## src/hw/mmu_consts.svh

```systemverilog
`ifndef MMU_CONSTS_SVH
`define MMU_CONSTS_SVH

// address widths
`define MMU_VA_W        32
`define MMU_PA_W        34

// page geometry for sv32
`define MMU_PPN_W       22
`define MMU_VPN_W       10
`define MMU_PG_OFF_W    12

`define MMU_TLB_ENTRIES 4

// pte flag positions
`define MMU_PTE_V       0
`define MMU_PTE_R       1
`define MMU_PTE_W       2
`define MMU_PTE_X       3
`define MMU_PTE_U       4
`define MMU_PTE_A       6
`define MMU_PTE_D       7

// satp mode bit, 1 selects sv32
`define MMU_SATP_MODE   31

`endif
```

## src/hw/mmu_pkg.sv

```systemverilog
`include "mmu_consts.svh"

package mmu_pkg;

    // same encoding as the mstatus mpp field
    typedef enum logic [1:0] {
        PRIV_USER    = 2'd0,
        PRIV_SUPER   = 2'd1,
        PRIV_MACHINE = 2'd3
    } priv_t;

    typedef enum logic [1:0] {
        ACC_LOAD  = 2'd0,
        ACC_STORE = 2'd1,
        ACC_FETCH = 2'd2
    } access_t;

    // highest priority first
    typedef enum logic [2:0] {
        FAULT_NONE       = 3'd0,
        FAULT_INVALID    = 3'd1,
        FAULT_MISALIGNED = 3'd2,
        FAULT_PRIV       = 3'd3,
        FAULT_PERM       = 3'd4,
        FAULT_ACCDIRTY   = 3'd5
    } fault_t;

    typedef struct packed {
        logic [`MMU_PPN_W-1:0] ppn;
        logic [1:0]            rsw;
        logic                  d;
        logic                  a;
        logic                  g;
        logic                  u;
        logic                  x;
        logic                  w;
        logic                  r;
        logic                  v;
    } pte_t;

    typedef struct packed {
        logic                    valid;
        logic [2*`MMU_VPN_W-1:0] vpn;
        logic                    superpage;
        pte_t                    pte;
    } tlb_entry_t;

    typedef struct packed {
        logic [`MMU_VA_W-1:0] va;
        access_t              access;
        priv_t                priv;
        logic [31:0]          satp;
        logic                 sum;
    } xlate_req_t;

    typedef struct packed {
        logic [`MMU_PA_W-1:0] pa;
        fault_t               fault;
    } xlate_rsp_t;

endpackage

```

## src/hw/mmu_top.sv

```systemverilog
`timescale 1ns/1ps
`include "mmu_consts.svh"

module mmu_top (
    input  logic                 clk,
    input  logic                 rst_n,
    input  logic                 req_valid,
    input  mmu_pkg::xlate_req_t  req,
    input  logic                 flush,
    output logic                 rsp_valid,
    output mmu_pkg::xlate_rsp_t  rsp,
    output logic                 busy,
    output logic                 wb_cyc,
    output logic                 wb_stb,
    output logic [`MMU_PA_W-1:0] wb_adr,
    input  logic                 wb_ack,
    input  mmu_pkg::pte_t        wb_dat
);
    import mmu_pkg::*;

    logic [2*`MMU_VPN_W-1:0] lookup_vpn;
    logic                    hit;
    tlb_entry_t              hit_entry;
    logic                    fill_valid;
    tlb_entry_t              fill_entry;

    sv32_walker u_walker (
        .clk        (clk),
        .rst_n      (rst_n),
        .req_valid  (req_valid),
        .req        (req),
        .rsp_valid  (rsp_valid),
        .rsp        (rsp),
        .busy       (busy),
        .wb_cyc     (wb_cyc),
        .wb_stb     (wb_stb),
        .wb_adr     (wb_adr),
        .wb_ack     (wb_ack),
        .wb_dat     (wb_dat),
        .lookup_vpn (lookup_vpn),
        .hit        (hit),
        .hit_entry  (hit_entry),
        .fill_valid (fill_valid),
        .fill_entry (fill_entry)
    );

    mmu_tlb u_tlb (
        .clk        (clk),
        .rst_n      (rst_n),
        .flush      (flush),
        .lookup_vpn (lookup_vpn),
        .hit        (hit),
        .hit_entry  (hit_entry),
        .fill_valid (fill_valid),
        .fill_entry (fill_entry)
    );

endmodule

```

## src/hw/sv32_walker.sv

```systemverilog
`timescale 1ns/1ps
`include "mmu_consts.svh"

module sv32_walker (
    input  logic                    clk,
    input  logic                    rst_n,
    input  logic                    req_valid,
    input  mmu_pkg::xlate_req_t     req,
    output logic                    rsp_valid,
    output mmu_pkg::xlate_rsp_t     rsp,
    output logic                    busy,
    output logic                    wb_cyc,
    output logic                    wb_stb,
    output logic [`MMU_PA_W-1:0]    wb_adr,
    input  logic                    wb_ack,
    input  mmu_pkg::pte_t           wb_dat,
    output logic [2*`MMU_VPN_W-1:0] lookup_vpn,
    input  logic                    hit,
    input  mmu_pkg::tlb_entry_t     hit_entry,
    output logic                    fill_valid,
    output mmu_pkg::tlb_entry_t     fill_entry
);
    import mmu_pkg::*;

    typedef enum logic [2:0] {
        IDLE,
        LOOKUP,
        FETCH1,
        EXAM1,
        FETCH0,
        CHECK,
        RESP
    } state_t;

    state_t                  state_q;
    xlate_req_t              req_q;
    pte_t                    pte_q;
    logic                    super_q;
    logic                    bypass_q;
    logic                    walk_q;
    logic                    translate;
    logic                    is_pointer;
    logic                    fill_ok;
    logic [`MMU_VPN_W-1:0]   vpn1;
    logic [`MMU_VPN_W-1:0]   vpn0;
    logic [`MMU_PA_W-1:0]    l1_addr;
    logic [`MMU_PA_W-1:0]    l0_addr;
    fault_t                  chk_fault;
    logic [`MMU_PA_W-1:0]    chk_pa;

    assign vpn1 = req_q.va[`MMU_VA_W-1:`MMU_VA_W-`MMU_VPN_W];
    assign vpn0 = req_q.va[`MMU_VPN_W+`MMU_PG_OFF_W-1:`MMU_PG_OFF_W];

    assign translate = req_q.satp[`MMU_SATP_MODE] && (req_q.priv != PRIV_MACHINE);

    // base is page aligned and index*4 fits in the offset, so concat works
    assign l1_addr = {req_q.satp[`MMU_PPN_W-1:0], vpn1, 2'b00};
    assign l0_addr = {pte_q.ppn, vpn0, 2'b00};

    // valid non-leaf entry at level 1
    assign is_pointer = pte_q.v && !pte_q.r && !pte_q.w && !pte_q.x;

    assign fill_ok = (chk_fault != FAULT_INVALID) && (chk_fault != FAULT_MISALIGNED);

    assign lookup_vpn = req_q.va[`MMU_VA_W-1:`MMU_PG_OFF_W];

    assign wb_cyc = (state_q == FETCH1) || (state_q == FETCH0);
    assign wb_stb = wb_cyc;
    assign wb_adr = (state_q == FETCH0) ? l0_addr : l1_addr;

    assign busy = state_q != IDLE;

    pte_checker u_checker (
        .pte       (pte_q),
        .superpage (super_q),
        .access    (req_q.access),
        .priv      (req_q.priv),
        .sum       (req_q.sum),
        .va        (req_q.va),
        .fault     (chk_fault),
        .pa        (chk_pa)
    );

    always_ff @(posedge clk or negedge rst_n) begin
        if (!rst_n) begin
            state_q    <= IDLE;
            rsp_valid  <= 1'b0;
            fill_valid <= 1'b0;
            bypass_q   <= 1'b0;
            walk_q     <= 1'b0;
        end else begin
            rsp_valid  <= 1'b0;
            fill_valid <= 1'b0;
            case (state_q)
                IDLE: begin
                    if (req_valid) begin
                        state_q <= LOOKUP;
                    end
                end
                LOOKUP: begin
                    bypass_q <= !translate;
                    walk_q   <= translate && !hit;
                    if (!translate || hit) begin
                        state_q <= CHECK;
                    end else begin
                        state_q <= FETCH1;
                    end
                end
                FETCH1: begin
                    if (wb_ack) begin
                        state_q <= EXAM1;
                    end
                end
                EXAM1: begin
                    // leaves and broken entries go straight to the checker
                    if (is_pointer) begin
                        state_q <= FETCH0;
                    end else begin
                        state_q <= CHECK;
                    end
                end
                FETCH0: begin
                    if (wb_ack) begin
                        state_q <= CHECK;
                    end
                end
                CHECK: begin
                    rsp_valid  <= 1'b1;
                    fill_valid <= walk_q && fill_ok;
                    state_q    <= RESP;
                end
                RESP: begin
                    state_q <= IDLE;
                end
                default: begin
                    state_q <= IDLE;
                end
            endcase
        end
    end

    always_ff @(posedge clk) begin
        case (state_q)
            IDLE: begin
                if (req_valid) begin
                    req_q <= req;
                end
            end
            LOOKUP: begin
                pte_q   <= hit_entry.pte;
                super_q <= hit_entry.superpage;
            end
            FETCH1: begin
                if (wb_ack) begin
                    pte_q   <= wb_dat;
                    super_q <= 1'b1;
                end
            end
            FETCH0: begin
                if (wb_ack) begin
                    pte_q   <= wb_dat;
                    super_q <= 1'b0;
                end
            end
            CHECK: begin
                if (bypass_q) begin
                    rsp.pa    <= {{(`MMU_PA_W-`MMU_VA_W){1'b0}}, req_q.va};
                    rsp.fault <= FAULT_NONE;
                end else begin
                    rsp.pa    <= chk_pa;
                    rsp.fault <= chk_fault;
                end
                fill_entry.valid     <= 1'b1;
                fill_entry.vpn       <= lookup_vpn;
                fill_entry.superpage <= super_q;
                fill_entry.pte       <= pte_q;
            end
            default: begin
            end
        endcase
    end

endmodule

```

## src/hw/mmu_tlb.sv

```systemverilog
`timescale 1ns/1ps
`include "mmu_consts.svh"

module mmu_tlb (
    input  logic                    clk,
    input  logic                    rst_n,
    input  logic                    flush,
    input  logic [2*`MMU_VPN_W-1:0] lookup_vpn,
    output logic                    hit,
    output mmu_pkg::tlb_entry_t     hit_entry,
    input  logic                    fill_valid,
    input  mmu_pkg::tlb_entry_t     fill_entry
);
    import mmu_pkg::*;

    localparam int IDX_W = $clog2(`MMU_TLB_ENTRIES);

    tlb_entry_t                  ent_q [`MMU_TLB_ENTRIES];
    logic [`MMU_TLB_ENTRIES-1:0] valid_q;
    logic [IDX_W-1:0]            rr_q;
    logic [IDX_W-1:0]            hit_idx;
    logic [IDX_W-1:0]            fill_hit_idx;
    logic [IDX_W-1:0]            fill_idx;
    logic                        fill_hit;

    // superpages only look at vpn1
    function automatic logic entry_match(input tlb_entry_t e,
                                         input logic [2*`MMU_VPN_W-1:0] vpn);
        logic vpn1_eq;
        logic vpn0_eq;
        vpn1_eq = e.vpn[2*`MMU_VPN_W-1:`MMU_VPN_W] == vpn[2*`MMU_VPN_W-1:`MMU_VPN_W];
        vpn0_eq = e.vpn[`MMU_VPN_W-1:0] == vpn[`MMU_VPN_W-1:0];
        return vpn1_eq && (e.superpage || vpn0_eq);
    endfunction

    // walk downwards so the lowest matching index wins
    always_comb begin
        hit          = 1'b0;
        hit_idx      = '0;
        fill_hit     = 1'b0;
        fill_hit_idx = '0;
        for (int i = `MMU_TLB_ENTRIES - 1; i >= 0; i--) begin
            if (valid_q[i] && entry_match(ent_q[i], lookup_vpn)) begin
                hit     = 1'b1;
                hit_idx = IDX_W'(i);
            end
            if (valid_q[i] && entry_match(ent_q[i], fill_entry.vpn)) begin
                fill_hit     = 1'b1;
                fill_hit_idx = IDX_W'(i);
            end
        end
    end

    always_comb begin
        hit_entry       = ent_q[hit_idx];
        hit_entry.valid = hit;
    end

    // overwrite a matching entry rather than duplicate it
    assign fill_idx = fill_hit ? fill_hit_idx : rr_q;

    always_ff @(posedge clk or negedge rst_n) begin
        if (!rst_n) begin
            valid_q <= '0;
            rr_q    <= '0;
        end else if (flush) begin
            valid_q <= '0;
        end else if (fill_valid) begin
            valid_q[fill_idx] <= 1'b1;
            rr_q              <= rr_q + 1'b1;
        end
    end

    always_ff @(posedge clk) begin
        if (fill_valid && !flush) begin
            ent_q[fill_idx] <= fill_entry;
        end
    end

endmodule

```

## src/hw/pte_checker.sv

```systemverilog
`timescale 1ns/1ps
`include "mmu_consts.svh"

module pte_checker (
    input  mmu_pkg::pte_t         pte,
    input  logic                  superpage,
    input  mmu_pkg::access_t      access,
    input  mmu_pkg::priv_t        priv,
    input  logic                  sum,
    input  logic [`MMU_VA_W-1:0]  va,
    output mmu_pkg::fault_t       fault,
    output logic [`MMU_PA_W-1:0]  pa
);
    import mmu_pkg::*;

    logic [$bits(pte_t)-1:0] bits;
    logic                    f_invalid;
    logic                    f_misaligned;
    logic                    f_priv;
    logic                    f_perm;
    logic                    f_accdirty;

    assign bits = pte;

    // a pointer reaching here is at level 0, so it is invalid too
    assign f_invalid = !bits[`MMU_PTE_V]
                     || (bits[`MMU_PTE_W] && !bits[`MMU_PTE_R])
                     || (!bits[`MMU_PTE_R] && !bits[`MMU_PTE_X]);

    assign f_misaligned = superpage && (pte.ppn[`MMU_VPN_W-1:0] != '0);

    always_comb begin
        case (priv)
            PRIV_USER:  f_priv = !bits[`MMU_PTE_U];
            PRIV_SUPER: f_priv = bits[`MMU_PTE_U] && (!sum || access == ACC_FETCH);
            default:    f_priv = 1'b0;
        endcase
    end

    always_comb begin
        case (access)
            ACC_LOAD:  f_perm = !bits[`MMU_PTE_R];
            ACC_STORE: f_perm = !bits[`MMU_PTE_W];
            ACC_FETCH: f_perm = !bits[`MMU_PTE_X];
            default:   f_perm = 1'b1;
        endcase
    end

    // no hardware a/d update, software fixes these up
    assign f_accdirty = !bits[`MMU_PTE_A] || (access == ACC_STORE && !bits[`MMU_PTE_D]);

    always_comb begin
        if (f_invalid)         fault = FAULT_INVALID;
        else if (f_misaligned) fault = FAULT_MISALIGNED;
        else if (f_priv)       fault = FAULT_PRIV;
        else if (f_perm)       fault = FAULT_PERM;
        else if (f_accdirty)   fault = FAULT_ACCDIRTY;
        else                   fault = FAULT_NONE;
    end

    assign pa = superpage
              ? {pte.ppn[`MMU_PPN_W-1:`MMU_VPN_W], va[`MMU_VPN_W+`MMU_PG_OFF_W-1:0]}
              : {pte.ppn, va[`MMU_PG_OFF_W-1:0]};

endmodule

```

## config.mk

```make
export PLATFORM = sky130hd
export DESIGN_NAME = mmu_top
export DESIGN_NICKNAME = d
export VERILOG_FILES = /design/src/hw/mmu_pkg.sv /design/src/hw/mmu_top.sv /design/src/hw/sv32_walker.sv /design/src/hw/mmu_tlb.sv /design/src/hw/pte_checker.sv
export VERILOG_INCLUDE_DIRS = /design/src /design/src/hw
export SDC_FILE = /design/constraint.sdc
export NUM_CORES = 1
export LEC_CHECK = 0
export ABC_AREA = 1
export BUFFER_PORTS_ARGS = -buffer_cell sky130_fd_sc_hd__buf_4
export CAP_MARGIN = 20
export CORE_MARGIN = 5
export CORE_UTILIZATION = 50
export DETAILED_ROUTE_END_ITERATION = 10
export PLACE_DENSITY = 0.73
export SLEW_MARGIN = 10
export SYNTH_ARGS = -nofsm -noshare
export SYNTH_HDL_FRONTEND = slang
export SYNTH_SLANG_ARGS = --single-unit
```

## constraint.sdc

```tcl
create_clock -name clk -period 4.5 [get_ports clk]
set_input_delay 0.675 -clock clk [delete_from_list [all_inputs] [get_ports clk]]
set_output_delay 0.675 -clock clk [all_outputs]
set_load 0.03 [all_outputs]
```

==> impl_table.tex <==
\begin{tabular}{lr}
\hline
Metric & Value \\
\hline
\multicolumn{2}{l}{\textbf{Outcome}} \\
\quad Status & finished clean \\
\multicolumn{2}{l}{\textbf{Finish}} \\
\quad Count of fill cells added during filler insertion & 2748 \\
\quad \# diodes & 0 \\
\quad Area of the multi-input gates & between 0.004 and 0.005 mm\^{}2 \\
\quad Fraction of layout instances using a drive strength above 1 & 15.5\% \\
\quad Post-Layout Inst Area & approximately 0.020 mm\^{}2 \\
\quad Area taken by flip-flops and latches & between 0.01 and 0.015 mm\^{}2 \\
\quad Area growth syn-to-layout & 17.9\% \\
\quad Post-layout nets & around 1900 \\
\multicolumn{2}{l}{\textbf{Run}} \\
\quad Max Cap Viol & 0 \\
\multicolumn{2}{l}{\textbf{Floorplan}} \\
\quad Number of core rows & 68 \\
\quad Core region area & $\sim$0.034 mm\^{}2 \\
\quad Area of the die & 0.0383 mm\^{}2 \\
\quad Starting density of the core & 50.3\% \\
\quad Top-level I/O count & 181 \\
\quad Die boundary height & approximately 200 um \\
\quad X dimension of the die & 196 um \\
\multicolumn{2}{l}{\textbf{Route}} \\
\quad WL final & roughly 45000 um \\
\quad First-iteration detailed-routing DRC count & about 960 \\
\quad Detailed-route via count & 12056 \\
\quad Number of routed nets with antenna violations & 0 \\
\quad Number of optimization iterations in the first detailed-route pass & 5 \\
\quad Number of remaining DRC errors & 0 \\
\quad Average routed wire per standard cell & 19.7 um \\
\quad Detailed-route vias per instance & 5.33 \\
\multicolumn{2}{l}{\textbf{Clock tree}} \\
\quad Number of levels the H-tree was split into & 2 \\
\quad Clock Sinks & 390 \\
\quad Post-CTS setup repair buffer count & 0 \\
\quad Number of buffers inserted during clock tree synthesis & 40 \\
\quad PostCTS Resize Cnt & 0 \\
\quad CTS tree & done \\
\quad Max Buffers Root-to-Sink & 3 \\
\quad Clock root buffer & sky130\_fd\_sc\_hd\_\_clkbuf\_16 \\
\quad Clock Pin Slew Worst Setup and Hold Paths & 0.06 ns \\
\quad Worst-Skew Late Latency & 0.55 ns \\
\quad Number of buffers inserted for hold repair after clock tree synthesis & 1 \\
\multicolumn{2}{l}{\textbf{Pwr}} \\
\quad Static leakage & $\sim$0.0085 uW \\
\quad Peak ir drop on the vdd network & 0.307 mV \\
\quad Design Power & roughly 12000 uW \\
\quad Power density normalized to cell area & 569 mW/mm\^{}2 \\
\multicolumn{2}{l}{\textbf{Global route}} \\
\quad First-pass GRT wire length & 67400 um \\
\quad Via count of the first global-routing pass & 11858 \\
\quad Total track usage & 22.8\% \\
\quad Pin count of the biggest net entering global routing & 74 \\
\quad Remaining global-route overflow & 0 \\
\quad Antenna violations before repair & 0 \\
\multicolumn{2}{l}{\textbf{Timing}} \\
\quad Slew at the pin closest to its max-slew limit & 0.989 ns \\
\quad Period minus WS final & between 3 and 4 ns \\
\quad Worst Slack Setup Final & between 1 and 1.5 ns \\
\quad Final hold violation count & 0 \\
\quad Final TNS setup & 0 ns \\
\quad Period utilisation layout & approximately three quarters \\
\quad Maximum clock rate & 298 MHz \\
\quad Clock skew after layout & 0.0165 ns \\
\quad Max Transition Viols Final & 0 \\
\quad Total setup violations reported at the end of the flow & 0 \\
\quad Worst-case headroom to the max-slew limit & 33.8\% \\
\quad RSZ-0062 raised after global routing & false \\
\multicolumn{2}{l}{\textbf{Worst setup path}} \\
\quad Reg2Reg Depth & 14 \\
\quad Required time worst endpoint & 3.83 ns \\
\quad Startpoint type of the worst setup path & flop \\
\quad Data arrival time at the worst-slack endpoint & 2.68 ns \\
\quad Critical R2R Launch & u\_walker.fill\_entry[34]\$\_DFFE\_PP\_ \\
\quad Top fanout value on the critical path & 29 \\
\quad Kind of critical path & reg2out \\
\quad CP endpoint kind & output pin \\
\quad Endpoint of the lowest-slack register-to-register path & u\_tlb.ent\_q[0][17]\$\_DFFE\_PP\_ \\
\quad Worst reg2reg setup slack & 1.21 ns \\
\multicolumn{2}{l}{\textbf{Min path}} \\
\quad Min-delay worst type & in2reg \\
\quad Number of cells traversed by the worst hold path & 1 \\
\quad Hold Path Origin & req[1] \\
\quad Terminating pin of the worst hold path & u\_walker.l1\_addr[12]\$\_DFFE\_PP\_ \\
\multicolumn{2}{l}{\textbf{Synth}} \\
\quad Sequential-to-total area share from yosys stat & 67.6\% \\
\quad Count of yosys warnings during synthesis & 0 \\
\quad Syn avg cell area & 10.7 um\^{}2 \\
\quad Most frequently used flop master after synthesis & sky130\_fd\_sc\_hd\_\_edfxtp\_1 \\
\quad Number of flip-flops and latches in the synthesized netlist & 390 \\
\quad Async set-reset flop share out of synthesis & 3.33\% \\
\quad EDFF count, synth & 377 \\
\quad Number of library cell types mapped by synthesis & 40 \\
\quad Cell count after synthesis & around 1600 \\
\quad Netlist Area Pre-Place & approximately 0.017 mm\^{}2 \\
\multicolumn{2}{l}{\textbf{Placed design}} \\
\quad Placement-stage worst setup slack & 1.22 ns \\
\quad Buffers added on ports & approximately 170 \\
\quad Placed cell areas & 0.0190 mm\^{}2 \\
\quad Post-detail-place hpwl & 29400 um \\
\quad Weighted congestion at the end of routability-driven global placement & around 0.94 \\
\hline
\end{tabular}
## cell type report
| type | instances | share of cell area [%] |
|---|---|---|
| Tap cell | 455 | 2.80 |
| Timing Repair Buffer | 183 | 6.96 |
| Sequential cell | 390 | 57.3 |
| Multi-Input combinational cell | 917 | 21.7 |
| Inverter | 247 | 4.56 |
| Clock inverter | 29 | 1.62 |
| Clock buffer | 43 | 5.08 |
## flip-flops by register name, indices dropped and copies added, names as in the netlist, 3 cells and up
name	cells
u_tlb.ent_q	200
u_walker.fill_entry	50
u_walker.rsp	37
u_walker.l0_addr	22
u_walker.l1_addr	22
u_walker.lookup_vpn	20
u_walker.req_q	18
u_walker.pte_q	7
u_tlb.valid_q	4
u_walker.state_q	3
## per-layer routing
| metal | vias up | GRT usage [%] | routed length [um] | share of wire, % |
|---|---|---|---|---|
| met5 | - | 0 | 0 | 0 |
| met2 | 478 | 37.4 | 21600 | 48 |
| met1 | 5765 | 30.7 | 18100 | 40 |
| met3 | 100 | 3.95 | 3320 | 7.4 |
| met4 | 0 | 8.77 | 1650 | 3.7 |
| li1 | 5713 | - | - | - |
## power breakdown
group | switching [uW] | internal, uW | leakage, uW
combinational | 1860 | 791 | 0.00420
clock | 1390 | 2070 | 0.000656
sequential | 551 | 4920 | 0.00360
total | 3800 | 7780 | 0.00846
## cells by family (layout without fill, tap and decap cells)
kind of cell	count (synthesis)	after routing	synth area share (%)
other	1	2	0.0218
xor gates and xnor gates	57	57	2.90
DFF	390	390	67.6
AOI/OAI and AO/OA	130	130	4.27
buffers and inverters	302	502	7.07
muxes	10	10	0.653
and+or+nand+nor	718	718	17.5
## cell usage in the layout, fill, tap and decap left out, types with 7 or more instances in the layout
master / count
sky130_fd_sc_hd__nor2_1: 93
sky130_fd_sc_hd__nand4_1: 19
sky130_fd_sc_hd__o22ai_1: 31
sky130_fd_sc_hd__o21ai_1: 9
sky130_fd_sc_hd__mux2_2: 10
sky130_fd_sc_hd__inv_2: 16
sky130_fd_sc_hd__bufinv_16: 7
sky130_fd_sc_hd__xnor2_1: 33
sky130_fd_sc_hd__buf_4: 179
sky130_fd_sc_hd__edfxtp_1: 377
sky130_fd_sc_hd__nand3_1: 158
sky130_fd_sc_hd__clkinv_1: 10
sky130_fd_sc_hd__xor2_1: 24
sky130_fd_sc_hd__nor3_1: 15
sky130_fd_sc_hd__clkbuf_16: 41
sky130_fd_sc_hd__nand2_1: 409
sky130_fd_sc_hd__dfrtp_1: 13
sky130_fd_sc_hd__o21ai_0: 67
sky130_fd_sc_hd__inv_1: 231
## worst max-delay path by stage
| stage | slack (ns) | depth (start not counted) | to | from |
|---|---|---|---|---|
| 3_3_place_gp | 1.28 | 11 | u_tlb.ent_q[0][17]$_DFFE_PP_ | u_walker.fill_entry[35]$_DFFE_PP_ |
| 4_1_cts | 1.20 | 5 | wb_adr[11] | u_walker.state_q[1]$_DFFE_PN0P_ |
| 2_1_floorplan | 0.51 | 11 | u_tlb.ent_q[1][0]$_DFFE_PP_ | u_walker.fill_entry[49]$_DFFE_PP_ |
| 5_1_grt | 0.98 | 12 | u_tlb.ent_q[0][17]$_DFFE_PP_ | u_walker.fill_entry[41]$_DFFE_PP_ |
| 3_5_place_dp | 1.22 | 12 | u_tlb.ent_q[0][17]$_DFFE_PP_ | u_walker.fill_entry[41]$_DFFE_PP_ |
| 6_report | 1.14 | 5 | wb_adr[11] | u_walker.state_q[1]$_DFFE_PN0P_ |
## through the flow
step	utilization, %	std cells	hold WS [ns]
2_1_floorplan	-	1609	0.379
3_3_place_gp	55.3	2191	0.401
3_5_place_dp	55.3	2191	0.405
4_1_cts	59.3	2264	0.281
5_1_grt	59.3	2264	0.285
6_report	59.3	2264	0.302
## cells in the mapped netlist (2+ instances only)
cell type | number | share of area (%)
sky130_fd_sc_hd__o21bai_1 | 3 | 0.13
sky130_fd_sc_hd__nand2_1 | 410 | 8.9
sky130_fd_sc_hd__a21oi_1 | 5 | 0.15
sky130_fd_sc_hd__xor2_1 | 24 | 1.2
sky130_fd_sc_hd__or2_2 | 3 | 0.11
sky130_fd_sc_hd__mux2_2 | 10 | 0.65
sky130_fd_sc_hd__nor3_1 | 15 | 0.44
sky130_fd_sc_hd__buf_1 | 2 | 0.044
sky130_fd_sc_hd__o2111ai_1 | 2 | 0.10
sky130_fd_sc_hd__edfxtp_1 | 377 | 66
sky130_fd_sc_hd__xnor2_1 | 33 | 1.7
sky130_fd_sc_hd__o21ai_1 | 9 | 0.26
sky130_fd_sc_hd__o21ai_0 | 67 | 1.9
sky130_fd_sc_hd__nand2_2 | 3 | 0.11
sky130_fd_sc_hd__dfrtp_1 | 13 | 1.9
sky130_fd_sc_hd__a211oi_1 | 2 | 0.087
sky130_fd_sc_hd__inv_2 | 13 | 0.28
sky130_fd_sc_hd__clkbuf_1 | 19 | 0.41
sky130_fd_sc_hd__nand3_1 | 158 | 4.6
sky130_fd_sc_hd__nor4_1 | 3 | 0.11
sky130_fd_sc_hd__nand4_1 | 19 | 0.69
sky130_fd_sc_hd__or2_1 | 3 | 0.11
sky130_fd_sc_hd__inv_1 | 234 | 5.1
sky130_fd_sc_hd__nor2_1 | 97 | 2.1
sky130_fd_sc_hd__buf_2 | 20 | 0.58
sky130_fd_sc_hd__buf_6 | 2 | 0.13
sky130_fd_sc_hd__a31oi_1 | 2 | 0.073
sky130_fd_sc_hd__o22ai_1 | 31 | 1.1
sky130_fd_sc_hd__o211ai_1 | 5 | 0.22
sky130_fd_sc_hd__nand3b_1 | 3 | 0.13
sky130_fd_sc_hd__buf_4 | 12 | 0.52
## critical path: stages, from the launching register on
cell and delay (ns):
sky130_fd_sc_hd__dfrtp_1 0.42, sky130_fd_sc_hd__nor2_1 0.17, sky130_fd_sc_hd__nand2_2 0.44, sky130_fd_sc_hd__buf_4 0.42, sky130_fd_sc_hd__o21ai_0 0.42, sky130_fd_sc_hd__buf_4 0.25
Note: power is estimated with default switching activity, not from simulation.
